<file path="src/design/rd_atop_pkg.sv">
// AXI read to PCIe read request mapper, shared definitions
// Field widths and types of the AR FIFO word, request kinds,
// TLP header constants and the read tag construction pattern
package rd_atop_pkg;

   // AXI AR field widths
   localparam int USER_W = 3;
   localparam int SIZE_W = 3;
   localparam int LEN_W = 8;
   localparam int ADDR_W = 64;
   localparam int ID_W = 4;

   // AR FIFO word layout, user at bit 0 and ID on top
   localparam int USER_LSB = 0;
   localparam int SIZE_LSB = USER_LSB + USER_W;
   localparam int LEN_LSB = SIZE_LSB + SIZE_W;
   localparam int ADDR_LSB = LEN_LSB + LEN_W;
   localparam int ID_LSB = ADDR_LSB + ADDR_W;
   localparam int AR_WORD_W = ID_LSB + ID_W;

   // TLP side widths
   localparam int KIND_W = 2;
   localparam int TLP_LEN_W = 10;
   localparam int BE_W = 4;
   localparam int TAG_W = 8;
   localparam int REQ_ID_W = 16;
   localparam int DW_W = 32;
   localparam int HDR_W = 4 * DW_W;
   localparam int REC_DATA_W = ID_W + 1;

   // Beat count plus the largest size shift (128-byte beats are 32 DW)
   localparam int LEN_CALC_W = LEN_W + 1 + 5;

   typedef logic [USER_W-1:0]     ar_user_t;
   typedef logic [SIZE_W-1:0]     ax_size_t;
   typedef logic [LEN_W-1:0]      ax_len_t;
   typedef logic [ADDR_W-1:0]     axi_addr_t;
   typedef logic [ID_W-1:0]       ar_id_t;
   typedef logic [AR_WORD_W-1:0]  ar_word_t;
   typedef logic [KIND_W-1:0]     req_kind_t;
   typedef logic [TLP_LEN_W-1:0]  tlp_len_t;
   typedef logic [BE_W-1:0]       dw_be_t;
   typedef logic [TAG_W-1:0]      tlp_tag_t;
   typedef logic [REQ_ID_W-1:0]   requester_id_t;
   typedef logic [HDR_W-1:0]      tlp_hdr_t;
   typedef logic [REC_DATA_W-1:0] rec_data_t;

   // Decoded request kinds
   localparam req_kind_t KIND_NONE = 2'd0;
   localparam req_kind_t KIND_MEM32 = 2'd1;
   localparam req_kind_t KIND_IO32 = 2'd2;
   localparam req_kind_t KIND_MEM64 = 2'd3;

   // Format and type codes for non-posted reads without data
   localparam logic [2:0] FMT_3DW_NO_DATA = 3'b000;
   localparam logic [2:0] FMT_4DW_NO_DATA = 3'b001;
   localparam logic [4:0] TYPE_MEM_RD = 5'b00000;
   localparam logic [4:0] TYPE_IO_RD = 5'b00010;

   // Fixed header attribute fields
   localparam logic [2:0] HDR_TC = 3'b000;
   localparam logic       HDR_ATTR2 = 1'b1;
   localparam logic       HDR_TH = 1'b1;
   localparam logic [1:0] HDR_ATTR = 2'b10;

   // Read tag construction
   localparam logic       TAG_READ_MARK = 1'b1;
   localparam logic [2:0] TAG_SCRAMBLE = 3'b010;

endpackage

</file>
<file path="src/design/ar_req_if.sv">
// AR request bundle
// Carries the unpacked AR fields and the decoded request kind
// from the decoder to the length, tag and header blocks
interface ar_req_if;
   import rd_atop_pkg::*;

   ar_user_t  user;
   ax_size_t  size;
   ax_len_t   len;
   axi_addr_t addr;
   ar_id_t    id;
   req_kind_t kind;

   // Unpacks and decodes, drives everything
   modport decoder (output user, size, len, addr, id, kind);

   // Length and byte enable calculation
   modport length (input kind, size, len, addr);

   // Read tag derivation
   modport tag (input id);

   // Header assembly
   modport header (input kind, addr);

endinterface

</file>
<file path="src/design/rd_req_decode.sv">
// AR request decoder
// Slices the AR FIFO word into its fields and decodes the user
// bits into a read request kind, none when the block is disabled
module rd_req_decode (
   input  rd_atop_pkg::ar_word_t ar_fifo_data,
   input  logic                  rd_atop_en,
   ar_req_if.decoder             req
);
   import rd_atop_pkg::*;

   // Field slicing, user in the low bits and ID on top
   assign req.user = ar_fifo_data[USER_LSB +: USER_W];
   assign req.size = ar_fifo_data[SIZE_LSB +: SIZE_W];
   assign req.len  = ar_fifo_data[LEN_LSB +: LEN_W];
   assign req.addr = ar_fifo_data[ADDR_LSB +: ADDR_W];
   assign req.id   = ar_fifo_data[ID_LSB +: ID_W];

   // Kind decode
   // user[2] picks 64-bit addressing, user[1:0] picks the space
   always_comb begin
      req.kind = KIND_NONE;
      if (rd_atop_en) begin
         case (req.user[1:0])
            2'b01: begin
               // Memory read, either address width
               if (req.user[2]) begin
                  req.kind = KIND_MEM64;
               end else begin
                  req.kind = KIND_MEM32;
               end
            end
            2'b10: begin
               // I/O space only has 32-bit addresses
               if (req.user[2]) begin
                  req.kind = KIND_NONE;
               end else begin
                  req.kind = KIND_IO32;
               end
            end
            default: begin
               // 00 idle, 11 messages not handled
               req.kind = KIND_NONE;
            end
         endcase
      end
   end

endmodule

</file>
<file path="src/design/rd_len_be_calc.sv">
// TLP length and byte enable calculation
// Converts AXI beat size and count into a doubleword length and
// picks first and last DW byte enables for the request kind
module rd_len_be_calc (
   ar_req_if.length             req,
   output rd_atop_pkg::tlp_len_t length,
   output rd_atop_pkg::dw_be_t   first_be,
   output rd_atop_pkg::dw_be_t   last_be
);
   import rd_atop_pkg::*;

   logic [LEN_CALC_W-1:0] beats;
   logic [LEN_CALC_W-1:0] dw_count;
   tlp_len_t              mem_len;

   // Beat count, AXI len is count minus one
   assign beats = LEN_CALC_W'(req.len) + LEN_CALC_W'(1);

   // Doublewords spanned by the burst
   always_comb begin
      case (req.size)
         3'd0: begin
            // Byte beats, round up to whole DWs
            dw_count = (beats + LEN_CALC_W'(3)) >> 2;
         end
         3'd1: begin
            // Halfword beats, two per DW
            dw_count = (beats + LEN_CALC_W'(1)) >> 1;
         end
         default: begin
            // 4 bytes or more per beat, 2^(size-2) DWs each
            dw_count = beats << (req.size - 3'd2);
         end
      endcase
   end

   // Length field wraps at 1024 DW
   assign mem_len = dw_count[TLP_LEN_W-1:0];

   always_comb begin
      length   = '0;
      first_be = '0;
      last_be  = '0;
      case (req.kind)
         KIND_MEM32, KIND_MEM64: begin
            length   = mem_len;
            first_be = 4'b1111;
            // Single DW request has no last DW
            if (mem_len == tlp_len_t'(1)) begin
               last_be = 4'b0000;
            end else begin
               last_be = 4'b1111;
            end
         end
         KIND_IO32: begin
            // I/O reads are always one DW
            length  = tlp_len_t'(1);
            last_be = 4'b0000;
            // Low address bits trim the leading bytes
            case (req.addr[1:0])
               2'b00:   first_be = 4'b1111;
               2'b01:   first_be = 4'b1110;
               2'b10:   first_be = 4'b1100;
               default: first_be = 4'b1000;
            endcase
         end
         default: begin
            length   = '0;
            first_be = '0;
            last_be  = '0;
         end
      endcase
   end

endmodule

</file>
<file path="src/design/rd_tag_recorder.sv">
// Read tag generation and request recorder write
// Maps the AXI ID to a unique read tag and, on an arbiter grant,
// records the presented header's ID at its tag
module rd_tag_recorder (
   ar_req_if.tag                     req,
   output rd_atop_pkg::tlp_tag_t     tag,
   input  rd_atop_pkg::tlp_tag_t     hdr_tag,
   input  rd_atop_pkg::ar_id_t       hdr_id,
   input  logic                      rd_grant,
   output logic                      rec_wr_en,
   output rd_atop_pkg::tlp_tag_t     rec_wr_addr,
   output rd_atop_pkg::rec_data_t    rec_wr_data
);
   import rd_atop_pkg::*;

   // Read mark on top, scrambled low ID bits, then the ID itself
   // Low nibble keeps the tag unique per ID
   assign tag = {TAG_READ_MARK, req.id[2:0] ^ TAG_SCRAMBLE, req.id};

   // Recorder write follows the grant in the same cycle
   // Uses the registered header values, not the current input
   always_comb begin
      if (rd_grant) begin
         rec_wr_en   = 1'b1;
         rec_wr_addr = hdr_tag;
         rec_wr_data = {hdr_id, 1'b1};
      end else begin
         rec_wr_en   = 1'b0;
         rec_wr_addr = '0;
         rec_wr_data = '0;
      end
   end

endmodule

</file>
<file path="src/design/rd_hdr_build.sv">
// TLP read request header assembly
// Builds the 4 DW memory or I/O read header from the decoded request,
// then registers header, valid, tag and ID for one cycle of latency
module rd_hdr_build (
   input  logic                          clk,
   input  logic                          rst,
   ar_req_if.header                      req,
   input  rd_atop_pkg::requester_id_t    requester_id,
   input  rd_atop_pkg::tlp_len_t         length,
   input  rd_atop_pkg::dw_be_t           first_be,
   input  rd_atop_pkg::dw_be_t           last_be,
   input  rd_atop_pkg::tlp_tag_t         tag,
   output rd_atop_pkg::tlp_hdr_t         hdr,
   output logic                          hdr_valid,
   output rd_atop_pkg::tlp_tag_t         hdr_tag,
   output rd_atop_pkg::ar_id_t           hdr_id
);
   import rd_atop_pkg::*;

   logic [2:0]      fmt;
   logic [4:0]      typ;
   logic [DW_W-1:0] dw0;
   logic [DW_W-1:0] dw1;
   logic [DW_W-1:0] dw2;
   logic [DW_W-1:0] dw3;
   tlp_hdr_t        hdr_next;
   logic            valid_next;

   // Format, type and address placement per kind
   always_comb begin
      fmt        = FMT_3DW_NO_DATA;
      typ        = TYPE_MEM_RD;
      dw2        = {req.addr[31:2], 2'b00};
      dw3        = '0;
      valid_next = 1'b1;
      case (req.kind)
         KIND_MEM32: begin
            fmt = FMT_3DW_NO_DATA;
            typ = TYPE_MEM_RD;
         end
         KIND_IO32: begin
            fmt = FMT_3DW_NO_DATA;
            typ = TYPE_IO_RD;
         end
         KIND_MEM64: begin
            fmt = FMT_4DW_NO_DATA;
            typ = TYPE_MEM_RD;
            // Upper address first, lower DW carries PH = 00
            dw2 = req.addr[63:32];
            dw3 = {req.addr[31:2], 2'b00};
         end
         default: begin
            valid_next = 1'b0;
         end
      endcase
   end

   // DW0, T9 T8 LN TD EP AT all zero
   assign dw0 = {fmt, typ, 1'b0, HDR_TC, 1'b0, HDR_ATTR2, 1'b0, HDR_TH,
                 1'b0, 1'b0, HDR_ATTR, 2'b00, length};

   // DW1, requester ID, tag, then byte enables
   assign dw1 = {requester_id, tag, last_be, first_be};

   // No request means an all zero header
   assign hdr_next = valid_next ? {dw0, dw1, dw2, dw3} : '0;

   // Output register
   always_ff @(posedge clk) begin
      if (rst) begin
         hdr       <= '0;
         hdr_valid <= 1'b0;
      end else begin
         hdr       <= hdr_next;
         hdr_valid <= valid_next;
      end
   end

   // Tag and ID of the presented header for the recorder write
   // Low tag bits are the AXI ID unchanged
   always_ff @(posedge clk) begin
      hdr_tag <= tag;
      hdr_id  <= tag[ID_W-1:0];
   end

endmodule

</file>
<file path="src/design/rd_atop.sv">
// AXI to PCIe read request mapper, top level
// Turns AR FIFO entries into registered TLP read headers and writes
// the request recorder when the arbiter grants a header
module rd_atop (
   input  logic                          clk,
   input  logic                          rst,
   input  logic                          rd_atop_en,
   input  rd_atop_pkg::ar_word_t         ar_fifo_data,
   input  rd_atop_pkg::requester_id_t    requester_id,
   input  logic                          rd_grant,
   output rd_atop_pkg::tlp_hdr_t         hdr,
   output logic                          hdr_valid,
   output logic                          rec_wr_en,
   output rd_atop_pkg::tlp_tag_t         rec_wr_addr,
   output rd_atop_pkg::rec_data_t        rec_wr_data
);
   import rd_atop_pkg::*;

   tlp_len_t length;
   dw_be_t   first_be;
   dw_be_t   last_be;
   tlp_tag_t tag;
   tlp_tag_t hdr_tag;
   ar_id_t   hdr_id;

   // Decoded AR request shared by the blocks below
   ar_req_if req_if ();

   rd_req_decode u_decode (
      .ar_fifo_data (ar_fifo_data),
      .rd_atop_en   (rd_atop_en),
      .req          (req_if.decoder)
   );

   rd_len_be_calc u_len_be (
      .req      (req_if.length),
      .length   (length),
      .first_be (first_be),
      .last_be  (last_be)
   );

   // Tag comes out combinationally, recorder uses the registered copy
   rd_tag_recorder u_tag_rec (
      .req         (req_if.tag),
      .tag         (tag),
      .hdr_tag     (hdr_tag),
      .hdr_id      (hdr_id),
      .rd_grant    (rd_grant),
      .rec_wr_en   (rec_wr_en),
      .rec_wr_addr (rec_wr_addr),
      .rec_wr_data (rec_wr_data)
   );

   rd_hdr_build u_hdr (
      .clk          (clk),
      .rst          (rst),
      .req          (req_if.header),
      .requester_id (requester_id),
      .length       (length),
      .first_be     (first_be),
      .last_be      (last_be),
      .tag          (tag),
      .hdr          (hdr),
      .hdr_valid    (hdr_valid),
      .hdr_tag      (hdr_tag),
      .hdr_id       (hdr_id)
   );

endmodule

</file>
<file path="config.mk">
export PLATFORM = sky130hd
export DESIGN_NAME = rd_atop
export DESIGN_NICKNAME = d
export VERILOG_FILES = /design/src/design/rd_atop_pkg.sv /design/src/design/ar_req_if.sv /design/src/design/rd_req_decode.sv /design/src/design/rd_len_be_calc.sv /design/src/design/rd_tag_recorder.sv /design/src/design/rd_hdr_build.sv /design/src/design/rd_atop.sv
export SDC_FILE = /design/constraint.sdc
export NUM_CORES = 1
export LEC_CHECK = 0
export ABC_AREA = 1
export BUFFER_PORTS_ARGS = -buffer_cell sky130_fd_sc_hd__buf_4
export CORE_ASPECT_RATIO = 0.6
export CORE_MARGIN = 2
export CORE_UTILIZATION = 48
export CTS_CLUSTER_SIZE = 10
export DETAILED_ROUTE_END_ITERATION = 8
export PLACE_DENSITY = 0.91
export SYNTH_ARGS = -nofsm -noshare
export SYNTH_HDL_FRONTEND = slang
export SYNTH_SLANG_ARGS = --single-unit
</file>
<file path="constraint.sdc">
create_clock -name clk -period 2.5 [get_ports clk]
set_input_delay 0.375 -clock clk [delete_from_list [all_inputs] [get_ports clk]]
set_output_delay 0.375 -clock clk [all_outputs]
set_load 0.02 [all_outputs]
</file>
Word-level counts from Yosys, hierarchy flattened:

Cells that the tools add are included.

* add/sub/neg operators: 4
* multipliers: 0
* div/mod/pow operators: 0
* magnitude comparators: 0
* equal/unequal tests: 9
* shift-type cells: 1
* muxes and demuxes: 19
* bitwise operators: 4
* reduce and logical (&&, ||, !) cells: 7

Operators with widths (number)
* $mux W115: 1
* $mux W32: 2
* $pmux W10 S2: 2
* $add A12 B2 Y12 const B: 1
* $add A11 B1 Y11 const B: 1
* $eq A10 B1 Y1 const B: 1
* $shl A9 B3 Y10: 1
* $add A8 B1 Y9 const B: 1
* $pmux W3 S3: 1
* $reduce_or A3 Y1: 3
* $eq A2 B2 Y1 const B: 4
* $mux W2: 4
* $mux W4: 2
* $mux W8: 1
* $pmux W4 S2: 1
* $eq A2 B1 Y1 const B: 3
* $mux W5: 1
* $not A1 Y1: 4
* $pmux W2 S2: 1
* $reduce_or A2 Y1: 2
* $eq A3 B1 Y1 const B: 1
* $logic_not A3 Y1: 1
* $mux W1: 3
* $sub A3 B2 Y3 const B: 1
* $logic_not A2 Y1: 1

* flip-flop bits (word level): 138
* latch bits: 0
* memory bits (writable): 0
* ROM bits: 0
* output and inout bits: 143
* memories: 0

Logic depth before layout (Yosys ltp):

* word-level depth: 8
* depth in mapped cells: 15
* mapped depth without buffers: 15

Cells and area by module:

From an unflattened synthesis, not the netlist that was laid out.

* cells, all modules: 818
* area total of the unflattened synthesis: 5723.0 µm²

Modules (own cells, without submodules)
* rd_hdr_build: times used 1, cells each 469, area each 3786.1 µm², seq. area each 2302.2 µm²
* rd_len_be_calc: times used 1, cells each 222, area each 1107.3 µm², seq. area each 0.0 µm²
* rd_req_decode: times used 1, cells each 91, area each 653.1 µm², seq. area each 0.0 µm²
* rd_tag_recorder: times used 1, cells each 36, area each 176.4 µm², seq. area each 0.0 µm²

Least setup slack after synthesis:

Ideal clock, no wire load.

* kind: input-to-reg
* start point: input port ar_fifo_data[6]
* end point: register u_hdr.hdr[70]
* data arrival time: 1.572 ns
* required time: 2.383 ns
* setup slack: 0.810 ns
* stages: 12
* path through: inv_1 -> ha_1 -> nor2_1 -> nand2_1 -> nor2_1 -> nand3_1 -> nor2_1 -> nand2_1 -> nand3_1 -> nand3_2 -> nor2_1 -> a21oi_1

* cells in the longest elaborated chain, start to end: 5

Ends and longest elaborated chain
* start, declared: line rd_atop.sv:8 `input rd_atop_pkg::ar_word_t ar_fifo_data,`
* $add A8 B1 Y9 (*): line rd_len_be_calc.sv:17 `assign beats = LEN_CALC_W'(req.len) + LEN_CALC_W'(1);`
* $add A12 B2 Y12, or another cell as far along: line rd_len_be_calc.sv:24 `dw_count = (beats + LEN_CALC_W'(3)) >> 2;`
* $pmux W10 S2 (*): line rd_len_be_calc.sv:21 `case (req.size)`
* $eq A10 B1 Y1 (*): line rd_len_be_calc.sv:49 `if (mem_len == tlp_len_t'(1)) begin`
* $mux W4 (*): line rd_len_be_calc.sv:49
* end signal, assigned: line rd_hdr_build.sv:74 `hdr <= hdr_next;`
* end, declared: line rd_hdr_build.sv:13 `output rd_atop_pkg::tlp_hdr_t hdr,`

Every way passes the cells marked *; elsewhere a longest branch is shown, timed or not.
A chain may end at the register's enable or synchronous reset.

Worst setup path in the final report:

* start point: input port ar_fifo_data[0]
* end point: register u_hdr.hdr[3]

* cells in the longest elaborated chain, start to end: 8

Ends and longest elaborated chain
* $eq A2 B2 Y1 / $eq A2 B1 Y1 (equally long branches): line rd_req_decode.sv:23 `case (req.user[1:0])`
* $pmux W2 S2 (*): line rd_req_decode.sv:23
* $mux W2 (*): line rd_req_decode.sv:22 `if (rd_atop_en) begin`
* $eq A2 B1 Y1 / $eq A2 B2 Y1 (equally long branches): line rd_hdr_build.sv:36 `case (req.kind)`
* $reduce_or A3 Y1 (no line)
* $mux W1: line rd_hdr_build.sv:36
* $not A1 Y1 (no line)
* $reduce_or A3 Y1 (no line) (*)

Marks and branches as above.

==> impl_metrics.csv <==
group,metric,value,unit
placement,post-place-ws,416,ps
placement,port_buffers,225,
cells_and_area,n_antenna_cell,0,
global_routing,grt_start_max_net_pins,61,
timing,holdWs,155,ps
cts,cts_buffer_depth,2,
floorplanning,pin_count,245,
placement,gp_congestion,0.943,
timing,tightest_slew,1170,ps
synth,yosysWarnings,0,
power_and_ir_drop,p_sw,0.000958,W
cells_and_area,nets,940,
timing,setup_viol_count_final,0,
global_routing,grt_pass1_vias,3918,
detailed_routing,ant_nets,0,
timing,slew_violations,0,
min_path,hold_start,"ar_fifo_data[81]",
synth,synth_cells,632,
timing,setup_tns,0,ps
cts,root_buffer,"clkbuf_16",
timing,rsz0062_at_grt,"no",
synth,yosys.area.top_type,"dfxtp_1",
min_path,hold_path_class,"input port to flop",
cts,postCtsSetupBuffers,0,
synth,synthTopCellsByArea,"dfxtp_1 47%, nand2_1 12%, inv_1 10%",
cts,cts_hold_buf,0,
cts,numCtsBuffers,9,
global_routing,use_met3,5.73,%
power_and_ir_drop,p_leak,3.71,nW
cts,cts_resized,0,
synth,synth_flop_cell,"dfxtp_1",
floorplanning,row_count,27,
cells_and_area,layout-drive-gt1-share,31.1,%
setup_path,slowest_delay,840,ps
synth,ys_top_cells_by_count,"148 x nand2_1, 124 x inv_1, 106 x dfxtp_1, 80 x nor2_1, 39 x nand3_1",
synth,synth_cell_types,29,
power_and_ir_drop,finalPower,0.00360,W
synth,synthesis.area,4510,sq um
setup_path,arrival,1900,ps
detailed_routing,drt-wirelength-per-cell,13.1,microns
detailed_routing,drc,0,
timing,fmax,0.573,GHz
power_and_ir_drop,seqPwrFrac,48.3,%
global_routing,gr-usage-all-layers,24.0,%
cells_and_area,fin_cells,968,
floorplanning,die_w,129,microns
detailed_routing,routed_wl,12700,microns
synth,syn_area_per_cell,7.14,sq um
global_routing,grt_busiest_layer,"met2",
detailed_routing,via_per_inst,4.51,
cells_and_area,multiInputGateArea,1640,sq um
synth,yosysMostFrequentCell,"nand2_1",
floorplanning,core_area,9160,sq um
placement,post-dp-hpwl,10100,microns
detailed_routing,drt-pass1-iter-count,5,
detailed_routing,drtIter0Drc,282,
timing,setup_slack,756,ps
power_and_ir_drop,powerDensity,565,nW/um^2
synth,async_flop_share,0,%
cts,clock-sinks,106,
timing,final-hold-violation-count,0,
cts,clk_pin_slew_worst_paths,70,ps
cells_and_area,fillers,742,
setup_path,crit_type,"input port to flop",
timing,min_period,1740,ps
timing,post-route-period-util,69.8,%
synth,synth_edf_count,0,
setup_path,critical_path_peak_fanout,32,
power_and_ir_drop,p_clk_share,35.8,%
floorplanning,die_h,79.1,microns
global_routing,grt-ovfl-total,0,
cts,cts_tree,"built",
synth,synth_top_area_share,47.0,%
power_and_ir_drop,peakVddDrop,0.378,mV
global_routing,grt_use_met1,30.8,%
floorplanning,fp.dieArea,10200,sq um
cells_and_area,area_delta_synth_final,41.1,%
setup_path,startpoint_type,"input port",
flow_run,drv_cap,0,
synth,ys_ff_latch,106,
global_routing,met2_usage,41.4,%
floorplanning,start_util,49.3,%
detailed_routing,vias,4370,
global_routing,grt_pass1_wl,19100,microns
power_and_ir_drop,swShare,26.6,%
synth,ys_seq_area_share,47.0,%
run_status,status,"completed",
setup_path,crit_chain,"buf_4 > inv_1 > nor2_1 > nand2_1 > nor2_4 > inv_1 > nor2_1 > inv_1 > nor2_1",
timing,max_slew_margin,21.6,%
placement,dp_cells,953,
cells_and_area,area.sequential,2120,sq um
setup_path,cp-end-kind,"flop",
setup_path,critPathSlowestCell,"inv_1",
global_routing,antenna_found_initial,0,
power_and_ir_drop,p_int,0.00264,W
power_and_ir_drop,power_frac_comb,15.9,%
cts,cts_max_level,3,
setup_path,cp-startpoint,"ar_fifo_data[0]",
setup_path,required,2660,ps
-- cells by family after synthesis --
group	count (synthesis)	synth area share, %
buffers and inverters	180	18.4
DFF	106	47.0
adders and majority gates	4	1.11
and+or+nand+nor	288	27.3
other	1	0.0831
AOI/OAI and AO/OA	53	6.07
-- cell type report --
type / instances / share of cell area (%)
Clock inverter: 6 / 0.668
Inverter: 125 / 7.37
Sequential cell: 106 / 33.3
Clock buffer: 9 / 3.54
Multi-Input combinational cell: 364 / 25.7
Timing Repair Buffer: 228 / 26.9
Tap cell: 130 / 2.55
-- power by group through the flow --
| stage | clock [W] | sequential (W) | combinational (W) |
|---|---|---|---|
| final | 0.00129 | 0.00174 | 0.000572 |
| after global routing | 0.00139 | 0.00174 | 0.000623 |
| after CTS | 0.00132 | 0.00174 | 0.000568 |
| after detailed placement | 0 | 0.00178 | 0.000566 |
| after global placement | 0 | 0.00177 | 0.000560 |
| after floorplan | 0 | 0.00182 | 0.000298 |
-- metal layers --
metal	part of all wire [%]	vias up
li1	-	2226
met1	42	1942
met2	48	188
met3	8.7	14
met4	0.95	0
met5	0	-
-- stage by stage --
stage	utilization, %	instance area, sq um
global route	69.6	6370
finish	69.6	6370
global placement	66.7	6100
CTS	69.6	6370
floorplan	-	4580
detailed placement	66.7	6100
-- state kept, by name (all words and copies together), names as in the netlist --
register       flops
u_hdr.hdr_tag      2
u_hdr.hdr_id       3
u_hdr.hdr        101
-- final timing paths --
| path | endpoint | slack (ps) | cells past startpoint |
|---|---|---|---|
| max | u_hdr.hdr[3] | 760 | 9 |
| min | u_hdr.hdr_tag[3] | 150 | 1 |
-- placed cells by master, fill, tap and decap left out --
| cell | instances |
|---|---|
| nor3_1 | 2 |
| clkbuf_16 | 9 |
| o21ai_1 | 4 |
| nor2_2 | 2 |
| nand3b_1 | 1 |
| nor2_1 | 79 |
| nand2_2 | 4 |
| nand2_4 | 5 |
| nor2_4 | 3 |
| o21ai_2 | 1 |
| buf_4 | 228 |
| nand3_2 | 1 |
| ha_1 | 4 |
| nor2_8 | 1 |
| clkinv_2 | 3 |
| o211ai_1 | 2 |
| a21oi_1 | 8 |
| nand3_1 | 39 |
| o21ai_0 | 38 |
| inv_6 | 1 |
| and2_1 | 1 |
| nand4_1 | 2 |
| inv_8 | 1 |
| dfxtp_1 | 106 |
| inv_2 | 1 |
| conb_1 | 19 |
| nand2_1 | 148 |
| clkinvlp_4 | 1 |
| inv_1 | 124 |
-- worst max-delay path, delay by kind of cell --
kind | cells | cell delay, ps
and+or+nand+nor | 5 | 460
buffers and inverters | 4 | 1060
No activity file was read; power rests on OpenSTA's default activity.
